File: config.mk
export PLATFORM = sky130hd
export DESIGN_NAME = capture_regs
export DESIGN_NICKNAME = d
export VERILOG_FILES = /design/src/source/capture_pkg.sv /design/src/source/capture_regs.sv
export VERILOG_INCLUDE_DIRS = /design/src /design/src/source
export SDC_FILE = /design/constraint.sdc
export NUM_CORES = 1
export LEC_CHECK = 0
export ABC_AREA = 1
export BUFFER_PORTS_ARGS = -buffer_cell sky130_fd_sc_hd__buf_2
export CAP_MARGIN = 5
export CORE_MARGIN = 2
export CORE_UTILIZATION = 45
export DETAILED_ROUTE_END_ITERATION = 6
export GPL_TIMING_DRIVEN = 0
export HOLD_SLACK_MARGIN = 0.12
export PLACE_DENSITY = 0.76
export SLEW_MARGIN = 20
export SYNTH_ARGS = -nofsm -noshare
export SYNTH_HDL_FRONTEND = slang
export SYNTH_SLANG_ARGS = --single-unit
File: constraint.sdc
create_clock -name ADC_clk_sample -period 4.39 [get_ports ADC_clk_sample]
set_input_delay 0.2195 -clock ADC_clk_sample [delete_from_list [all_inputs] [get_ports ADC_clk_sample]]
set_output_delay 0.2195 -clock ADC_clk_sample [all_outputs]
set_load 0.01 [all_outputs]
File: src/source/capture_macros.svh
`ifndef CAPTURE_MACROS_SVH
`define CAPTURE_MACROS_SVH

// one ADC sample
`define SAMPLE_W 12

// sample buffer address width, 512 entries
`define BUF_AW 9

// wishbone widths
`define WB_AW 4
`define WB_DW 32

`endif

File: src/source/capture_pkg.sv
`include "capture_macros.svh"

package capture_pkg;

   typedef enum logic [2:0] {
      st_idle,
      st_wait_inactive,   // trigger must drop before arming
      st_armed,
      st_offset,
      st_capture,
      st_done
   } capture_state_e;

   // register map, word addresses
   typedef enum logic [`WB_AW-1:0] {
      reg_ctrl         = `WB_AW'(0),
      reg_status       = `WB_AW'(1),
      reg_trig_offset  = `WB_AW'(2),
      reg_sample_count = `WB_AW'(3),
      reg_adc_level    = `WB_AW'(4),
      reg_buf_data     = `WB_AW'(5)
   } reg_addr_e;

   typedef enum logic {src_pattern = 1'b0, src_adc = 1'b1} data_source_e;

endpackage

File: src/source/capture_regs.sv
`timescale 1ns/100ps
`include "capture_macros.svh"

module capture_regs (
   input  logic                      ADC_clk_sample,
   input  logic                      reset,
   input  logic                      wb_cyc_i,
   input  logic                      wb_stb_i,
   input  logic                      wb_we_i,
   input  logic [`WB_AW-1:0]         wb_adr_i,
   input  logic [`WB_DW-1:0]         wb_dat_i,
   output logic [`WB_DW-1:0]         wb_dat_o,
   output logic                      wb_ack_o,
   input  logic                      armed_i,
   input  logic                      active_i,
   input  logic                      done_i,
   input  logic                      trigger_i,
   input  logic [`SAMPLE_W-1:0]      rd_data_i,
   input  logic [`BUF_AW:0]          stored_i,
   output logic                      arm_o,
   output logic                      trig_now_o,
   output logic                      trigger_mode_o,
   output logic                      trigger_wait_o,
   output capture_pkg::data_source_e data_source_o,
   output logic [`SAMPLE_W-1:0]      adc_level_o,
   output logic [`WB_DW-1:0]         offset_o,
   output logic [`BUF_AW:0]          samples_o,
   output logic                      rd_advance_o,
   output logic                      rd_restart_o
);
   import capture_pkg::*;

   localparam logic [`BUF_AW:0] DEPTH = (`BUF_AW+1)'(1 << `BUF_AW);

   reg_addr_e         addr;
   logic              req;
   logic              wr_req;
   logic              rd_req;
   logic              wr_ctrl;
   logic [`WB_DW-1:0] rd_mux;

   assign addr    = reg_addr_e'(wb_adr_i);
   assign req     = wb_cyc_i && wb_stb_i && !wb_ack_o;   // one ack per request
   assign wr_req  = req && wb_we_i;
   assign rd_req  = req && !wb_we_i;
   assign wr_ctrl = wr_req && (addr == reg_ctrl);

   always_ff @(posedge ADC_clk_sample) begin
      if (reset) begin
         wb_ack_o       <= 1'b0;
         arm_o          <= 1'b0;
         trig_now_o     <= 1'b0;
         trigger_mode_o <= 1'b1;
         trigger_wait_o <= 1'b0;
         data_source_o  <= src_adc;
         adc_level_o    <= '0;
         offset_o       <= '0;
         samples_o      <= DEPTH;
      end else begin
         wb_ack_o   <= req;
         // pulses land one cycle later so the FSM sees the new mode bits
         arm_o      <= wr_ctrl && wb_dat_i[0];
         trig_now_o <= wr_ctrl && wb_dat_i[3];
         if (wr_req) begin
            case (addr)
               reg_ctrl: begin
                  trigger_mode_o <= wb_dat_i[1];
                  trigger_wait_o <= wb_dat_i[2];
                  data_source_o  <= data_source_e'(wb_dat_i[4]);
               end
               reg_trig_offset: offset_o <= wb_dat_i;
               reg_sample_count: begin
                  if (wb_dat_i > `WB_DW'(DEPTH))
                     samples_o <= DEPTH;   // clamp to buffer size
                  else
                     samples_o <= wb_dat_i[`BUF_AW:0];
               end
               reg_adc_level: adc_level_o <= wb_dat_i[`SAMPLE_W-1:0];
               default: ;   // status and buf_data are read only
            endcase
         end
      end
   end

   always_comb begin
      rd_mux = '0;
      case (addr)
         reg_ctrl: begin
            rd_mux[1] = trigger_mode_o;
            rd_mux[2] = trigger_wait_o;
            rd_mux[4] = data_source_o;
         end
         reg_status: begin
            rd_mux[0] = armed_i;
            rd_mux[1] = active_i;
            rd_mux[2] = done_i;
            rd_mux[3] = trigger_i;
            rd_mux[16 +: `BUF_AW+1] = stored_i;   // samples held
         end
         reg_trig_offset:  rd_mux = offset_o;
         reg_sample_count: rd_mux[`BUF_AW:0] = samples_o;
         reg_adc_level:    rd_mux[`SAMPLE_W-1:0] = adc_level_o;
         reg_buf_data:     rd_mux[`SAMPLE_W-1:0] = rd_data_i;
         default:          rd_mux = '0;
      endcase
   end

   // held while ack is high
   always_ff @(posedge ADC_clk_sample) begin
      if (rd_req)
         wb_dat_o <= rd_mux;
   end

   assign rd_advance_o = rd_req && (addr == reg_buf_data);
   assign rd_restart_o = arm_o;   // readback starts over on each arm

endmodule

==> flow_metrics.env, run 1 <==
export IMPL_place_area_sq_um=4770
export IMPL_first_iter_violations=148
export IMPL_syn2layout_area_growth_pct=31.3
export IMPL_grt_first_pass_wirelength_mm=17.7
export IMPL_diodes=0
export IMPL_rsz0062_at_grt="false"
export IMPL_required_ns=4.68
export IMPL_cts_tree="done"
export IMPL_drv_cap=0
export IMPL_hold_class="input port to flip-flop"
export IMPL_grt_pass1_vias=3552
export IMPL_status="complete, no violations"
export IMPL_avgSynthCellArea_sq_um=8.94
export IMPL_p_leak_nw=2.34
export IMPL_htreeDepth=3
export IMPL_first_pass_iters=5
export IMPL_numCtsBuffers=9
export IMPL_antenna_left=0
export IMPL_yosysSeqAreaShare_pct=56.7
export IMPL_reg2reg_slack_ns=2.89
export IMPL_final_area_sq_um=5000
export IMPL_antenna_found_initial=0
export IMPL_power_total_mw=1.58
export IMPL_drive_above_1_share_pct=34.0
export IMPL_skew_ns=0.0140
export IMPL_setup_violations=0
export IMPL_crit_cells=9
export IMPL_end_kind="flip-flop"
export IMPL_clk_pin_slew_ns=0.09
export IMPL_worstSkewPairLatency_ns=0.36
export IMPL_final_nets=670
export IMPL_post_place_ws_ns=2.89
export IMPL_final_hold_violation_count=0
export IMPL_vias_per_cell=5.24
export IMPL_timing_rr_end="wb_dat_o[0]"
export IMPL_cp_arrival_ns=1.95
export IMPL_drv_slew=0
export IMPL_clock_path_buffers=2
export IMPL_grt_usage_pct=25.9
export IMPL_num_fill_cells=757
export IMPL_synth_seq_cells=92
export IMPL_die_h_microns=96.0
export IMPL_critPathBufInv=2
export IMPL_multi_input_area_sq_um=1380
export IMPL_crit_chain="dlygate4sd3_1 -> buf_2 -> nor2_1 -> nand2_1 -> nor2_1 -> nand2_1 -> nor2_2 -> nand3_1 -> a21oi_1"
export IMPL_ys_warn_count=0
export IMPL_reg2reg_depth=4
export IMPL_io_pins=161
export IMPL_hold_path_cell_count=3
export IMPL_grt_start_max_net_pins=25
export IMPL_syn_nets=493
export IMPL_wl_per_cell_microns=16.5
export IMPL_hold_path_end="offset_o[24]"
export IMPL_final_util_pct=60.9
export IMPL_min_period_ns=1.67
export IMPL_whs_ns=0.127
export IMPL_ir_drop_mv=0.153
export IMPL_dr_total_vias=3735
export IMPL_post_synth_instance_area_sq_um=3810
export IMPL_critPathKind="input port to flip-flop"
export IMPL_rows=33
export IMPL_drc_errors=0
export IMPL_fmax_mhz=600
export IMPL_overflow=0
export IMPL_stdcell_count=713
export IMPL_fp_dieW_microns=96.0
export IMPL_path_max_fanout=10
export IMPL_cp_slowest_cell="dlygate4sd3_1"
export IMPL_drt_total_wl_mm=11.8
export IMPL_core_sq_um=8220
export IMPL_slowest_delay_ns=0.53
export IMPL_relSlewSlack_pct=67.9
export IMPL_dpl_hpwl_mm=8.76
export IMPL_synthesis_instances=426
export IMPL_floorplan_initialDensity_pct=46.4
export IMPL_finalWeightedCongestion=0.810
export IMPL_cts_sinks=92
export IMPL_ys_types=25
export IMPL_cpLargestDelayFamily="simple AND/OR/NAND/NOR gates"
export IMPL_fin_tns_setup_ns=0
export IMPL_tightest_slew_ns=0.481
export IMPL_die_area_sq_um=9220
export IMPL_start_kind="input port"
export IMPL_dp_cells=692
export IMPL_portBuffers=160
export IMPL_cts_root_buf="clkbuf_8"
export IMPL_power_density_nw_per_um2=315
export IMPL_setup_slack_ns=2.72
export IMPL_hold_path_startpoint="wb_dat_i[24]"
export IMPL_register_area_sq_um=2160
export IMPL_timing_rr_start="wb_ack_o"
export IMPL_fin_crit_sh_pct=37.9
## power by group
part	internal, mW	switching, mW
Combinational	0.0488	0.0755
Sequential	0.891	0.00516
Clock	0.264	0.291
## layout by cell type (no fill, tap or decap), types with 9 or more instances in the layout
master / count
a21oi_1: 38
a22o_1: 10
buf_2: 166
clkbuf_1: 9
clkbuf_8: 9
dfxtp_1: 60
edfxtp_1: 32
inv_1: 33
nand2_1: 72
nand3_1: 17
nor2_1: 57
o21ai_0: 40
o21ai_1: 15
## worst max path at each step
stage | end | slack [ns] | startpoint
finish | samples_o[4] | 2.72 | wb_dat_i[19]
global route | samples_o[1] | 2.52 | wb_dat_i[19]
CTS | samples_o[4] | 2.74 | wb_dat_i[19]
detailed placement | wb_dat_o[22] | 2.89 | wb_stb_i
global placement | wb_dat_o[11] | 1.14 | wb_stb_i
floorplan | wb_dat_o[0] | 2.03 | wb_ack_o
## registers in the layout, summed over array words and instances, names as in the netlist
signal / flops
arm_o: 1
wb_dat_o: 32
trigger_wait_o: 1
data_source_o: 1
offset_o: 32
samples_o: 10
trigger_mode_o: 1
wb_ack_o: 1
adc_level_o: 12
trig_now_o: 1
## cell usage after synthesis
| master | number | area, sq um |
|---|---|---|
| nor2_4 | 4 | 45.0 |
| a21oi_1 | 38 | 190 |
| nor2_2 | 1 | 6.26 |
| a21oi_2 | 7 | 61.3 |
| nor2_8 | 1 | 20.0 |
| nand3_4 | 2 | 35.0 |
| nor2_1 | 58 | 218 |
| nand4_1 | 8 | 50.1 |
| nand2_1 | 72 | 270 |
| o211ai_1 | 2 | 15.0 |
| buf_4 | 2 | 15.0 |
| clkbuf_1 | 6 | 22.5 |
| inv_1 | 33 | 124 |
| inv_4 | 1 | 6.26 |
| a22o_1 | 10 | 87.6 |
| clkbuf_2 | 1 | 5.00 |
| buf_6 | 6 | 67.6 |
| nor3_1 | 3 | 15.0 |
| nand3_1 | 17 | 85.1 |
| dfxtp_1 | 60 | 1200 |
| o21ai_1 | 15 | 75.1 |
| o21ai_0 | 40 | 200 |
| inv_2 | 1 | 3.75 |
| buf_2 | 6 | 30.0 |
| edfxtp_1 | 32 | 961 |
## final cells by class
class | instances | area share, %
Sequential cell | 92 | 43.2
Multi-Input combinational cell | 278 | 27.6
Timing Repair Buffer | 166 | 17.4
Buffer | 21 | 2.80
Clock buffer | 12 | 2.70
Inverter | 35 | 2.68
Tap cell | 105 | 2.63
Clock inverter | 4 | 0.975
## cell families after synthesis
group                  after synthesis  synth area share [%]
buffers and inverters               56                  7.19
AO/OA/AOI/OAI                      112                  16.5
AND/OR/NAND/NOR                    166                  19.5
flip-flops                          92                  56.7
## worst min-delay path, stage by stage
cell and delay, ns:
buf_2 0.09, nor2_1 0.04, nor2_1 0.10
## layer usage
metal	GRT usage (%)	vias to the layer above	wire, microns
met3	5.40	15	1010
met2	43.2	184	5530
li1	-	1785	-
met5	0	-	0
met1	33.2	1751	5050
met4	9.05	0	158
## timing repair
action                                 4_1_cts  5_1_grt
hold buffers                                 5        0
resized for setup                            0        0
endpoints found under the hold margin        7        0
setup endpoints to repair                    0        0
setup buffers                                0        0
No activity file was read; power rests on OpenSTA's default activity.
==> run 2: changes to the inputs <==
CORE_UTILIZATION = 43   (was 45)
clock period = 1.5 ns   (was 4.39 ns; I/O delays follow)
==> flow_metrics.env, run 2 (synthesized netlist as in run 1, its figures left out) <==
export IMPL_hold_path_cell_count=5
export IMPL_ir_drop_mv=0.440
export IMPL_relSlewSlack_pct=66.2
export IMPL_required_ns=1.74
export IMPL_place_area_sq_um=4750
export IMPL_cpLargestDelayFamily="simple AND/OR/NAND/NOR gates"
export IMPL_clock_path_buffers=2
export IMPL_critPathBufInv=1
export IMPL_power_frac_comb_pct=10.5
export IMPL_power_density_nw_per_um2=836
export IMPL_rows=34
export IMPL_path_max_fanout=10
export IMPL_overflow=0
export IMPL_top_regs="offset_o: 32 flops, wb_dat_o: 32 flops, adc_level_o: 12 flops"
export IMPL_numCtsBuffers=9
export IMPL_clock_power_share_pct=33.3
export IMPL_post_place_ws_ns=-0.283
export IMPL_final_util_pct=64.7
export IMPL_crit_chain="nor2_4 -> nand3_4 -> nor2_8 -> buf_2 -> a21oi_1"
export IMPL_grt_start_max_net_pins=17
export IMPL_tightest_slew_ns=0.506
export IMPL_p_leak_nw=2.59
export IMPL_whs_ns=0.131
export IMPL_vias_per_cell=5.15
export IMPL_min_period_ns=1.42
export IMPL_num_fill_cells=750
export IMPL_dr_total_vias=3983
export IMPL_htreeDepth=3
export IMPL_end_kind="flip-flop"
export IMPL_fp_dieW_microns=98.1
export IMPL_final_hold_violation_count=0
export IMPL_reg2reg_depth=5
export IMPL_layout_commonest_cell="buf_2"
export IMPL_hold_path_startpoint="done_i"
export IMPL_cts_tree="done"
export IMPL_cp_arrival_ns=1.66
export IMPL_clk_pin_slew_ns=0.09
export IMPL_critPathKind="flip-flop to flip-flop"
export IMPL_fin_tns_setup_ns=0
export IMPL_drv_cap=0
export IMPL_die_h_microns=98.1
export IMPL_power_frac_seq_pct=56.2
export IMPL_setup_slack_ns=0.0758
export IMPL_startpoint="wb_ack_o"
export IMPL_diodes=0
export IMPL_reg2reg_slack_ns=0.08
export IMPL_antenna_left=0
export IMPL_start_kind="flip-flop"
export IMPL_drv_slew=0
export IMPL_finalWeightedCongestion=0.856
export IMPL_grt_pass1_vias=3872
export IMPL_io_pins=161
export IMPL_skew_ns=0.00816
export IMPL_core_sq_um=8640
export IMPL_fmax_mhz=702
export IMPL_dpl_hpwl_mm=8.83
export IMPL_first_pass_iters=5
export IMPL_rsz0062_at_grt="true"
export IMPL_final_nets=727
export IMPL_dp_cells=694
export IMPL_syn2layout_area_growth_pct=46.6
export IMPL_p_int_mw=3.50
export IMPL_cts_root_buf="clkbuf_8"
export IMPL_portBuffers=160
export IMPL_setup_violations=0
export IMPL_power_total_mw=4.67
export IMPL_grt_first_pass_wirelength_mm=19.9
export IMPL_final_area_sq_um=5590
export IMPL_stdcell_count=773
export IMPL_grt_usage_pct=26.6
export IMPL_slowest_delay_ns=0.34
export IMPL_drive_above_1_share_pct=32.8
export IMPL_switching_share_pct=25.1
export IMPL_floorplan_initialDensity_pct=44.1
export IMPL_power_switching_mw=1.17
export IMPL_wl_per_cell_microns=16.9
export IMPL_cp_slowest_cell="dfxtp_1"
export IMPL_cts_sinks=92
export IMPL_drt_total_wl_mm=13.1
export IMPL_timing_rr_start="wb_ack_o"
export IMPL_drc_errors=0
export IMPL_fin_crit_sh_pct=94.9
export IMPL_mostFrequentLayoutCells="buf_2, nand2_1, dfxtp_1"
export IMPL_timing_rr_end="offset_o[4]"
export IMPL_first_iter_violations=224
export IMPL_die_area_sq_um=9630
export IMPL_worstSkewPairLatency_ns=0.36
export IMPL_hold_class="input port to flip-flop"
export IMPL_hold_path_end="wb_dat_o[2]"
export IMPL_status="complete, no violations"
export IMPL_antenna_found_initial=0
run 2: layout make-up:
| cell class | count | area (sq um) | share of cell area [%] |
|---|---|---|---|
| Inverter | 35 | 134 | 2.40 |
| Clock buffer | 11 | 141 | 2.53 |
| Clock inverter | 5 | 37.5 | 0.672 |
| Multi-Input combinational cell | 279 | 1410 | 25.2 |
| Sequential cell | 92 | 2160 | 38.7 |
| Buffer | 21 | 144 | 2.58 |
| Timing Repair Buffer | 222 | 1420 | 25.5 |
| Tap cell | 108 | 135 | 2.42 |
run 2: worst register-to-register path, stage by stage (launching register included):
cell     delay (ns)
dfxtp_1        0.34
nor2_4         0.16
nand3_4        0.17
nor2_8         0.23
buf_2          0.29
a21oi_1        0.11
run 2: power groups by stage:
stage                     sequential [mW]  clock [mW]  combinational [mW]
final                                2.62        1.56               0.491
after global routing                 2.63        1.67               0.529
after CTS                            2.62        1.57               0.479
after detailed placement             2.68           0               0.344
after global placement               2.68           0               0.340
after floorplan                      2.70           0               0.131
run 2: timing repair:
| action | CTS | global route |
|---|---|---|
| setup buffers | 4 | 0 |
| pin swaps | 2 | 0 |
| resized for setup | 2 | 9 |
| hold endpoints to repair | 82 | 0 |
| endpoints found under the setup margin | 32 | 38 |
| hold buffers | 58 | 0 |
| gates cloned | 1 | 0 |
run 2: routing by layer:
metal | part of all wire [%] | up-vias | global-route usage [%]
li1 | - | 1904 | -
met4 | 2.7 | 0 | 9.69
met5 | 0 | - | 0
met3 | 7.3 | 27 | 5.65
met1 | 40 | 1854 | 31.8
met2 | 50 | 198 | 47.0
run 2: how the worst max path moves through the flow:
stage | to | slack, ns | depth (start not counted)
global route | samples_o[0] | -0.008 | 9
global placement | wb_dat_o[8] | -0.24 | 3
detailed placement | wb_dat_o[8] | -0.28 | 3
floorplan | wb_dat_o[0] | 0.002 | 3
finish | offset_o[4] | 0.08 | 5
CTS | samples_o[6] | 0.01 | 9
==> run 3: changes to the inputs <==
HOLD_SLACK_MARGIN = 0.15   (was 0.12)
==> flow_metrics.env, run 3 (synthesized netlist as in run 1, its figures left out) <==
export IMPL_power_frac_seq_pct=56.0
export IMPL_rows=34
export IMPL_grt_start_max_net_pins=17
export IMPL_p_int_mw=3.50
export IMPL_layout_commonest_cell="buf_2"
export IMPL_stdcell_count=775
export IMPL_portBuffers=160
export IMPL_antenna_left=0
export IMPL_syn2layout_area_growth_pct=47.1
export IMPL_drive_above_1_share_pct=32.7
export IMPL_drv_slew=0
export IMPL_vias_per_cell=5.16
export IMPL_grt_usage_pct=26.7
export IMPL_critPathBufInv=1
export IMPL_cp_arrival_ns=1.67
export IMPL_crit_chain="nor2_4 -> nand3_4 -> nor2_8 -> buf_2 -> a21oi_1"
export IMPL_first_pass_iters=5
export IMPL_ir_drop_mv=0.440
export IMPL_cp_slowest_cell="dfxtp_1"
export IMPL_cts_sinks=92
export IMPL_finalWeightedCongestion=0.856
export IMPL_grt_use_met2_pct=46.9
export IMPL_cpLargestDelayFamily="simple AND/OR/NAND/NOR gates"
export IMPL_cts_tree="done"
export IMPL_switching_share_pct=25.2
export IMPL_fp_dieW_microns=98.1
export IMPL_skew_ns=0.0107
export IMPL_tightest_slew_ns=0.515
export IMPL_die_area_sq_um=9630
export IMPL_overflow=0
export IMPL_io_pins=161
export IMPL_diodes=0
export IMPL_rsz0062_at_grt="true"
export IMPL_power_switching_mw=1.18
export IMPL_relSlewSlack_pct=65.7
export IMPL_required_ns=1.74
export IMPL_die_h_microns=98.1
export IMPL_htreeDepth=3
export IMPL_min_period_ns=1.43
export IMPL_status="complete, no violations"
export IMPL_power_density_nw_per_um2=835
export IMPL_p_leak_nw=2.60
export IMPL_grtUsageMet3_pct=5.80
export IMPL_slowest_delay_ns=0.34
export IMPL_dr_total_vias=3998
export IMPL_end_kind="flip-flop"
export IMPL_critPathKind="flip-flop to flip-flop"
export IMPL_drt_total_wl_mm=13.1
export IMPL_hold_class="input port to flip-flop"
export IMPL_fmax_mhz=701
export IMPL_first_iter_violations=216
export IMPL_path_max_fanout=10
export IMPL_power_total_mw=4.68
export IMPL_final_nets=729
export IMPL_dp_cells=694
export IMPL_cts_root_buf="clkbuf_8"
export IMPL_register_area_sq_um=2160
export IMPL_worstSkewPairLatency_ns=0.36
export IMPL_numCtsBuffers=9
export IMPL_power_frac_comb_pct=10.6
export IMPL_final_hold_violation_count=0
export IMPL_use_met1_pct=31.6
export IMPL_drv_cap=0
export IMPL_grt_pass1_vias=3894
export IMPL_num_fill_cells=751
export IMPL_dpl_hpwl_mm=8.83
export IMPL_mostFrequentLayoutCells="buf_2, nand2_1, dfxtp_1, dlygate4sd3_1, nor2_1"
export IMPL_clk_pin_slew_ns=0.09
export IMPL_top_regs="offset_o: 32 flops, wb_dat_o: 32 flops, adc_level_o: 12 flops"
export IMPL_setup_violations=0
export IMPL_core_sq_um=8640
export IMPL_multi_input_area_sq_um=1410
export IMPL_clock_path_buffers=2
export IMPL_fin_crit_sh_pct=95.1
export IMPL_wl_per_cell_microns=16.9
export IMPL_grt_first_pass_wirelength_mm=19.9
export IMPL_drc_errors=0
export IMPL_antenna_found_initial=0
export IMPL_floorplan_initialDensity_pct=44.1
export IMPL_start_kind="flip-flop"
export IMPL_global_route_peak_usage_layer="met2"
export IMPL_clock_power_share_pct=33.4
[run 3: cell types whose count changed in the layout (fill, tap and decap cells not counted)]
cell / delta
dlygate4sd3_1: +2
[run 3: worst paths after layout]
| check | from | endpoint | slack (ns) | cells past startpoint |
|---|---|---|---|---|
| worst max-delay path | wb_ack_o | offset_o[4] | 0.07 | 5 |
| worst min-delay path | wb_adr_i[0] | trigger_wait_o | 0.19 | 5 |
| worst max register to register | wb_ack_o | offset_o[4] | 0.07 | 5 |
| worst min register to register | offset_o[30] | offset_o[30] | 0.48 | 2 |
[run 3: final cells by class]
class | count | area share [%]
timing repair buffer | 224 | 25.8
multi-input combinational | 279 | 25.1
clock buffer | 11 | 2.52
inverter | 35 | 2.39
buffer | 21 | 2.57
tap | 108 | 2.41
sequential | 92 | 38.6
clock inverter | 5 | 0.670
[run 3: worst min-delay path: stages]
cell	delay, ns
buf_2	0.10
nor2_1	0.05
nand2_1	0.08
nor2_1	0.07
a21oi_1	0.14
[run 3: repair_timing]
action,in CTS,in global routing
hold buffers,60,0
pin swaps,2,0
resized for setup,2,9
setup endpoints to repair,32,38
setup buffers,4,0
cloned,1,0
endpoints found under the hold margin,82,0
[run 3: per-stage QoR]
stage,utilization (%),hold slack [ns],area (sq um),TNS [ns],setup WS [ns]
2_1_floorplan,-,0.147,3820,0,0.00226
3_3_place_gp,55.0,0.311,4750,-7.62,-0.242
3_5_place_dp,55.0,0.315,4750,-8.93,-0.283
4_1_cts,64.7,0.190,5590,0,0.0121
5_1_grt,64.9,0.241,5610,-0.0268,-0.00805
6_report,64.9,0.193,5610,0,0.0730
[run 3: power by group through the flow]
stage	sequential (mW)	clock [mW]	combinational (mW)
after floorplan	2.70	0	0.131
after global placement	2.68	0	0.340
after detailed placement	2.68	0	0.344
after CTS	2.62	1.57	0.483
after global routing	2.63	1.67	0.534
final	2.62	1.56	0.495
[run 3: routing by layer]
metal	routed length [microns]	up-vias	part of all wire, %
met5	0	-	0
met1	5100	1846	39
met3	1070	30	8.2
li1	-	1911	-
met2	6560	211	50
met4	367	0	2.8
